**src/source/dcache_consts.svh**
```systemverilog
`ifndef DCACHE_CONSTS_SVH
`define DCACHE_CONSTS_SVH

// address split is tag | index | byte offset
`define DC_ADDR_W 32
`define DC_TAG_W 18
`define DC_INDEX_W 9
`define DC_OFFS_W 5

// data widths
`define DC_WORD_W 32
`define DC_LINE_W 256

// geometry
`define DC_SETS 512
`define DC_WORDS 8

`endif
```
**src/source/dcache_line_pkg.sv**
```systemverilog
`default_nettype none

`include "dcache_consts.svh"

package dcache_line_pkg;

	// word 0 sits in the top 32 bits
	typedef logic [`DC_LINE_W-1:0] line_data_t;
	typedef logic [`DC_TAG_W-1:0] tag_t;
	typedef logic [`DC_INDEX_W-1:0] index_t;

	// one way's entry at the current index
	typedef struct packed {
		logic valid;
		logic dirty;
		tag_t tag;
		line_data_t data;
	} way_lookup_t;

	// whole-line write from memory
	typedef struct packed {
		logic en;
		index_t index;
		tag_t tag;
		line_data_t data;
	} way_fill_t;

endpackage

`default_nettype wire

```
**src/source/dcache_req_pkg.sv**
```systemverilog
`default_nettype none

`include "dcache_consts.svh"

package dcache_req_pkg;

	typedef enum logic [1:0] {
		SZ_WORD = 2'd0,
		SZ_BYTE = 2'd1,
		SZ_HALF = 2'd2,
		SZ_TRIPLE = 2'd3
	} store_size_e;

	typedef logic [$clog2(`DC_WORDS)-1:0] word_sel_t;

	typedef struct packed {
		logic read;
		logic write;
		logic [`DC_ADDR_W-1:0] addr;
		store_size_e size;
		logic [`DC_WORD_W-1:0] wdata;
	} cpu_req_t;

	// mask bit 3 is the byte at offset 0 (big-endian)
	typedef struct packed {
		logic en;
		dcache_line_pkg::index_t index;
		word_sel_t word;
		logic [3:0] mask;
		logic [`DC_WORD_W-1:0] wdata;
	} store_cmd_t;

	typedef enum logic [1:0] {
		IDLE,
		WRITEBACK,
		REFILL
	} ctrl_state_e;

endpackage

`default_nettype wire

```
**src/source/dcache_ctrl.sv**
```systemverilog
`timescale 1ns/10ps
`default_nettype none

`include "dcache_consts.svh"

module dcache_ctrl
	import dcache_line_pkg::*, dcache_req_pkg::*;
(
	input logic CLK,
	input logic RESET,
	input cpu_req_t req,
	input way_lookup_t lookup0,
	input way_lookup_t lookup1,
	input line_data_t mem_read_data,
	input logic mem_read_valid,
	input logic mem_write_valid,
	output store_cmd_t store0,
	output store_cmd_t store1,
	output way_fill_t fill0,
	output way_fill_t fill1,
	output logic [`DC_WORD_W-1:0] data_read,
	output logic miss,
	output logic mem_read_req,
	output logic mem_write_req,
	output logic [`DC_ADDR_W-1:0] mem_read_addr,
	output logic [`DC_ADDR_W-1:0] mem_write_addr,
	output line_data_t mem_write_data
);

	tag_t req_tag;
	index_t req_index;
	word_sel_t req_word;
	logic [1:0] req_byte;
	logic access;
	logic hit0;
	logic hit1;
	logic hit;
	line_data_t hit_line;

	logic [3:0] size_mask;
	logic [2:0] size_bytes;
	logic [2:0] lane_end;
	logic lane_ok;
	logic [1:0] lane_shift;
	store_cmd_t store_cmd;

	logic [`DC_SETS-1:0] lru;
	logic victim_way;
	way_lookup_t victim;

	ctrl_state_e state;
	ctrl_state_e state_next;
	logic fill_now;
	logic saved_way;
	tag_t saved_req_tag;
	index_t saved_index;
	tag_t saved_tag;
	line_data_t saved_line;

	// ######################################
	// lookup

	assign req_tag = req.addr[`DC_ADDR_W-1 -: `DC_TAG_W];
	assign req_index = req.addr[`DC_OFFS_W +: `DC_INDEX_W];
	assign req_word = req.addr[`DC_OFFS_W-1:2];
	assign req_byte = req.addr[1:0];

	assign access = req.read | req.write;
	assign hit0 = lookup0.valid && (lookup0.tag == req_tag);
	assign hit1 = lookup1.valid && (lookup1.tag == req_tag);
	assign hit = hit0 | hit1;
	assign miss = access & ~hit;

	assign hit_line = hit1 ? lookup1.data : lookup0.data;
	assign data_read = hit_line[`DC_LINE_W-1 - `DC_WORD_W*req_word -: `DC_WORD_W];

	// ######################################
	// store alignment

	always_comb
	begin
		case (req.size)
			SZ_BYTE:
				size_mask = 4'b0001;
			SZ_HALF:
				size_mask = 4'b0011;
			SZ_TRIPLE:
				size_mask = 4'b0111;
			default:
				size_mask = 4'b1111;
		endcase
	end

	assign size_bytes = (req.size == SZ_WORD) ? 3'd4 : {1'b0, req.size};
	// one past the last byte touched
	assign lane_end = {1'b0, req_byte} + size_bytes;
	assign lane_ok = (lane_end <= 3'd4);
	assign lane_shift = 2'(3'd4 - lane_end);

	always_comb
	begin
		store_cmd.en = (state == IDLE) && req.write && lane_ok;
		store_cmd.index = req_index;
		store_cmd.word = req_word;
		store_cmd.mask = size_mask << lane_shift;
		store_cmd.wdata = req.wdata << {lane_shift, 3'b000};

		store0 = store_cmd;
		store0.en = store_cmd.en & hit0;
		store1 = store_cmd;
		store1.en = store_cmd.en & hit1;
	end

	// ######################################
	// replacement

	// bit set means way 1 is the next victim
	assign victim_way = lru[req_index];
	assign victim = victim_way ? lookup1 : lookup0;

	always_ff @(posedge CLK or negedge RESET)
	begin
		if (!RESET)
			lru <= '0;
		else if (fill_now)
			lru[saved_index] <= ~saved_way;
		else if (access && hit)
			lru[req_index] <= hit0;
	end

	// ######################################
	// miss handling

	always_comb
	begin
		state_next = state;
		case (state)
			IDLE:
				if (miss)
					state_next = (victim.valid && victim.dirty) ? WRITEBACK : REFILL;
			WRITEBACK:
				if (mem_write_valid)
					state_next = REFILL;
			REFILL:
				if (mem_read_valid)
					state_next = IDLE;
			default:
				state_next = IDLE;
		endcase
	end

	always_ff @(posedge CLK or negedge RESET)
	begin
		if (!RESET)
			state <= IDLE;
		else
			state <= state_next;
	end

	// victim snapshot taken when the miss is first seen
	always_ff @(posedge CLK)
	begin
		if (state == IDLE && miss)
		begin
			saved_way <= victim_way;
			saved_req_tag <= req_tag;
			saved_index <= req_index;
			saved_tag <= victim.tag;
			saved_line <= victim.data;
		end
	end

	assign mem_write_req = (state == WRITEBACK);
	assign mem_read_req = (state == REFILL);
	assign mem_write_addr = {saved_tag, saved_index, {`DC_OFFS_W{1'b0}}};
	assign mem_read_addr = {saved_req_tag, saved_index, {`DC_OFFS_W{1'b0}}};
	assign mem_write_data = saved_line;

	assign fill_now = (state == REFILL) && mem_read_valid;

	always_comb
	begin
		fill0.en = fill_now & ~saved_way;
		fill0.index = saved_index;
		fill0.tag = saved_req_tag;
		fill0.data = mem_read_data;

		fill1 = fill0;
		fill1.en = fill_now & saved_way;
	end

endmodule

`default_nettype wire

```
**config.mk**
```make
export PLATFORM = sky130hd
export DESIGN_NAME = dcache_ctrl
export DESIGN_NICKNAME = d
export VERILOG_FILES = /design/src/source/dcache_line_pkg.sv /design/src/source/dcache_req_pkg.sv /design/src/source/dcache_ctrl.sv
export VERILOG_INCLUDE_DIRS = /design/src /design/src/source
export SDC_FILE = /design/constraint.sdc
export NUM_CORES = 2
export LEC_CHECK = 0
export ABC_AREA = 1
export BUFFER_PORTS_ARGS = -buffer_cell sky130_fd_sc_hd__buf_2
export CELL_PAD_IN_SITES_DETAIL_PLACEMENT = 0
export CELL_PAD_IN_SITES_GLOBAL_PLACEMENT = 1
export CORE_AREA = 2 2 743 745
export CTS_BUF_LIST = sky130_fd_sc_hd__clkbuf_16
export DETAILED_ROUTE_END_ITERATION = 10
export DIE_AREA = 0 0 745 747
export PLACE_DENSITY = 0.34
export SLEW_MARGIN = 15
export SYNTH_ARGS = -nofsm -noshare
export SYNTH_HDL_FRONTEND = slang
export SYNTH_SLANG_ARGS = --single-unit
```
**constraint.sdc**
```tcl
create_clock -name CLK -period 28.4 [get_ports CLK]
set_clock_uncertainty 0.1 [all_clocks]
set_input_delay 2.84 -clock CLK [delete_from_list [all_inputs] [get_ports CLK]]
set_output_delay 2.84 -clock CLK [all_outputs]
set_load 0.02 [all_outputs]
```
### Word-level counts from Yosys, hierarchy flattened

Cells that the tools add are included.

| storage, ports and cells | value |
|---|---|
| input port bits | 880 |
| output and inout bits | 1021 |
| flip-flop bits (word level) | 816 |

| operators by class | value |
|---|---|
| bitwise logic cells | 9 |
| equal/unequal tests | 10 |
| reduce and logical (&&, ||, !) cells | 14 |
| order comparisons | 5 |
| mux-type cells | 19 |
| add/subtract/negate cells | 3 |
| shift operators | 3 |

Operators with widths:

| cell | count |
|---|---|
| bitwise mux 512 bit | 2 |
| two-way mux 512 bit | 2 |
| indexed part select 287 x 33 -> 32 bit | 1 |
| two-way mux 276 bit | 1 |
| two-way mux 256 bit | 1 |
| equality test 18 bit | 2 |
| << shifter 32 x 5 -> 32 bit | 1 |
| less-than comparator 9 x 10 -> 1 bit, second input constant | 2 |
| demux 1 bit (select 9 bit) | 2 |
| greater-or-equal comparator 9 x 1 -> 1 bit, second input constant | 2 |
| one-hot mux 4 bit (3 select lines) | 1 |
| logical AND 1 bit | 10 |
| binary-select mux 1 bit (select 9 bit) | 1 |
| subtractor 8 x 8 -> 9 bit, first input constant | 1 |
| two-way mux 2 bit | 4 |
| equality test 2 bit, second input constant | 3 |
| != test 2 bit, second input constant | 3 |
| one-hot mux 2 bit (3 select lines) | 1 |
| bitwise AND 1 bit | 5 |
| equality test 2 x 1 -> 1 bit, second input constant | 2 |
| logical NOT 2 bit | 2 |
| << shifter 4 x 2 -> 4 bit | 1 |
| adder 2 x 3 -> 3 bit | 1 |
| <= comparator 3 bit, second input constant | 1 |
| 7 further kinds | 11 |

### Depth between registers and ports, before layout

| depth | value |
|---|---|
| depth after elaboration | 7 |
| mapped depth | 23 |

### Worst setup path before layout

OpenSTA, ideal clock, no wires.

| timing | value |
|---|---|
| path type | input port to flip-flop |
| start | input port req[49] in the netlist's numbering |
| end | register saved_line[0], in the netlist mem_write_data[0] (enable) |
| setup time | 1.336 ns |
| required time | 26.964 ns |
| path slack | 2.522 ns |
| arrival | 24.442 ns |
| stages on the path | 10 |
| cells stage by stage | inv_1 > or2_2 > and3_1 > nand2_1 > nor3_1 > nand3_1 > clkbuf_1 > clkbuf_1 > nand3_1 > nor3_1 |

| on the way | value |
|---|---|
| longest elaborated chain between the ends | 6 |

RTL lines:

| what | RTL line | source |
|---|---|---|
| from (decl) | dcache_ctrl.sv:11 | `input cpu_req_t req,` |
| equality test 18 bit (on tied branches) | dcache_ctrl.sv:69, dcache_ctrl.sv:70 |  |
| logical AND 1 bit (on tied branches) | dcache_ctrl.sv:69, dcache_ctrl.sv:70 |  |
| bitwise OR 1 bit * | dcache_ctrl.sv:71 | `assign hit = hit0 \| hit1;` |
| inverter 1 bit * | dcache_ctrl.sv:72 | `assign miss = access & ~hit;` |
| bitwise AND 1 bit * | dcache_ctrl.sv:72 |  |
| logical AND 1 bit * | dcache_ctrl.sv:163 | `if (state == IDLE && miss)` |
| to (signal assigned) | dcache_ctrl.sv:169 | `saved_line <= victim.data;` |
| to (decl) | dcache_ctrl.sv:58 | `line_data_t saved_line;` |

Mark *: on every way between the ends. The rest lies on a longest branch, timed or not.
A chain may end at the register's enable or synchronous reset.

### Worst setup path after layout

| timing | value |
|---|---|
| start | input port req[49] in the netlist's numbering |
| end | output port data_read[19] |

| on the way | value |
|---|---|
| longest elaborated chain between the ends | 4 |

RTL lines:

| what | RTL line | source |
|---|---|---|
| equality test 18 bit | dcache_ctrl.sv:70 | `assign hit1 = lookup1.valid && (lookup1.tag == req_tag);` |
| logical AND 1 bit | dcache_ctrl.sv:70 |  |
| two-way mux 256 bit | dcache_ctrl.sv:74 | `assign hit_line = hit1 ? lookup1.data : lookup0.data;` |
| indexed part select 287 x 33 -> 32 bit | dcache_ctrl.sv:75 | `` assign data_read = hit_line[`DC_LINE_W-1 - `DC_WORD_W*req_word -: `DC_WORD_W]; `` |
| to (decl) | dcache_ctrl.sv:21 | `` output logic [`DC_WORD_W-1:0] data_read, `` |

Every way passes these cells.

==> results.yml <==
status:
  status: "finished, final reports clean"
placement:
  port-buffer-count: 1122
  gp_congestion: 0.877
  dp_cells: 16500
  dp.final_hpwl_um: 367000
  dpl_cell_area_um2: 70900
timing:
  slew_viol_final: 0
  min_period_ns: 11.04
  setup_violations: 0
  fin_crit_sh_pct: 38.9
  rsz0062_at_grt: "no"
  finalHoldViolations: 0
  timing.setup.tns_ns: 0
  timing.fmax_ghz: 0.0906
  hold_ws_ns: 0.383
  slew_headroom_pct: 3.66
  worstMarginPinSlew_ns: 1.44
worst_hold_path:
  hold_depth: 2
  min_path_type: "register to register"
grt:
  track_usage_pct: 18.0
  antenna_found_initial: 183
  grt_pass1_vias: 65400
  grt_max_degree: 164
  grt_pass1_wl_um: 677000
  grt-ovfl-total: 0
pwr:
  power_switching_uw: 2450
  p_comb_share_pct: 35.1
  power_frac_seq_pct: 32.1
  power_frac_clock_pct: 32.8
  p_sw_share_pct: 47.0
  powerDensity_nw_per_um2: 69.1
  irDropWorstVdd_mv: 0.0393
  leakagePower_uw: 0.0290
  p_int_uw: 2760
clocking:
  h-tree-depth: 4
  cts_sinks: 816
  cts_made_buffers: 138
  clock_path_buffers: 4
  postCtsSetupBuffers: 0
  clkSlewWorstSetupHoldPaths_ns: 0.05
  clock_latency_ns: 0.90
  cts_tree: "built"
  cts-root-buf: "clkbuf_16"
  cts_resized: 0
  cts_hold_buf: 0
logic_synthesis:
  synth_cell_types: 43
  synthCells: 9265
  yosysSeqAreaShare_pct: 35.4
  avgSynthCellArea_um2: 6.70
  synth-main-ff-cell: "dfrtp_1"
  synth-edff-count: 302
  synth-async-reset-ratio_pct: 63.0
  synth_area_um2: 62000
  ys_ff_latch: 816
  synth_warnings: 0
setup_path:
  crit_type: "primary input to primary output"
  critPathLaunchType: "primary input"
  cp_max_fo: 98
  endpoint_kind: "primary output"
  worstPathArrival_ns: 8.10
  ff2ff_path_depth: 20
  required_ns: 25.46
routing:
  ant_nets: 0
  drc: 0
  routed_wl_um: 526000
  via_per_inst: 4.10
  wire_per_inst_um: 31.2
  drtPass1Iterations: 6
  dr_total_vias: 69000
  drt_iter0_drc: 6040
flow_run:
  max_cap_violations: 0
die:
  die_h_um: 747
  dieArea_um2: 557000
  die_x_um: 745
  core_um2: 548000
  rows: 272
  initial_utilization_pct: 11.3
  num_io_pins: 1901
cells_and_area:
  drive_gt1_share_pct: 16.6
  final_cell_area_um2: 75400
  final_cell_count_no_fill: 16900
  syn_to_final_growth_pct: 21.5
  final_nets: 10300
==> layer usage <==
| layer | GRT usage, % | up-vias | wire (um) |
|---|---|---|---|
| li1 | - | 30900 | - |
| met1 | 21.3 | 34200 | 211000 |
| met2 | 30.3 | 3030 | 249000 |
| met3 | 4.16 | 806 | 36400 |
| met4 | 9.02 | 45 | 29500 |
| met5 | 0.164 | - | 386 |
==> stage by stage <==
step                      util [%]  power, uW  setup WS (ns)
after CTS                     13.7       5320          17.55
after detailed placement      12.9       3550          17.57
final                         13.8       5210          17.36
after floorplan                  -       2710           2.52
after global placement        12.9       3560          17.58
after global routing          13.7       5410          17.22
==> cells in the final DEF (no fill, tap or decap), types with 4 or more instances in the layout <==
cell type  count
nand2_1     2398
buf_2       1118
o21ai_0      940
nor2_1       840
inv_1        706
nand3_1      516
dfrtp_1      514
a21oi_1      474
edfxtp_1     302
o21ai_1      200
buf_4        191
nor3_1       173
a31oi_1      163
a41oi_1      158
o22ai_1      154
clkbuf_16    141
o211ai_1     129
diode_2      128
o32ai_1      102
clkinv_1      52
clkinv_2      26
nor2_4        20
nand4_1       18
inv_2         16
inv_6         10
or2_2         10
conb_1        10
a22oi_1        9
buf_12         8
xor2_1         7
xnor2_1        5
nor4_1         5
bufinv_16      5
ha_1           4
==> logic make-up after synthesis <==
kind of cell	count (synthesis)	share of synthesized area (%)
buffers and inverters	2095	16.9
other	1	0.00604
AND/OR/NAND/NOR	3994	25.8
flip-flops	816	35.4
AO/OA/AOI/OAI	2342	21.7
XOR/XNOR	12	0.169
adder cells (fa/ha/maj)	5	0.113
==> critical path: stages <==
cell	delay, ns
buf_2	0.15
inv_1	0.07
or2_2	0.29
and3_1	0.17
nand2_1	0.05
nor3_1	0.06
nand3_4	0.48
buf_4	0.70
buf_4	0.73
buf_4	0.87
o211ai_1	0.15
nand3_1	0.13
nand3_1	0.66
nand2_1	0.25
buf_2	0.23
==> flip-flops by register name, summed over array words and instances (netlist names) <==
register,count
saved_tag,18
saved_way,1
lru,512
saved_index,9
mem_write_data,256
saved_req_tag,18
state,2
==> worst paths after layout <==
check	from	to	slack, ns
max reg2reg	lru[146]$_DFFE_PN0P_	mem_write_data[35]$_DFFE_PP_	22.69
min	lru[81]$_DFFE_PN0P_	lru[81]$_DFFE_PN0P_	0.38
max in group asynchronous	RESET	lru[48]$_DFFE_PN0P_	23.20
min reg2reg	lru[81]$_DFFE_PN0P_	lru[81]$_DFFE_PN0P_	0.38
max	req[49]	data_read[19]	17.36
min in group asynchronous	RESET	lru[290]$_DFFE_PN0P_	1.81
==> final cells by class <==
cell class              count  area, um^2
diodes                    128         320
multi-input cells        6363       29900
fillers                 63900      473000
clock buffers             141        3530
well taps                7261        9080
flip-flops and latches    816       21900
clock inverters            95         601
inverters                 729        2800
repair buffers           1319        7220
==> cells in the mapped netlist, types with 158 or more instances <==
cell type / count / area [um^2]
a41oi_1: 158 / 1380
buf_4: 648 / 4860
inv_1: 690 / 2590
edfxtp_1: 302 / 9070
a21oi_1: 474 / 2370
nor3_1: 175 / 876
o21ai_0: 944 / 4720
a31oi_1: 163 / 1020
nand3_1: 517 / 2590
clkbuf_1: 574 / 2150
nor2_1: 858 / 3220
dfrtp_1: 514 / 12900
o21ai_1: 196 / 981
nand2_1: 2401 / 9010
==> power groups by stage <==
stage | combinational, uW | clock (uW) | sequential (uW)
2_1_floorplan | 837 | 0 | 1870
3_3_place_gp | 1850 | 0 | 1710
3_5_place_dp | 1850 | 0 | 1700
4_1_cts | 1850 | 1780 | 1680
5_1_grt | 1910 | 1810 | 1690
6_report | 1830 | 1710 | 1670
No activity file was read; power rests on OpenSTA's default activity.
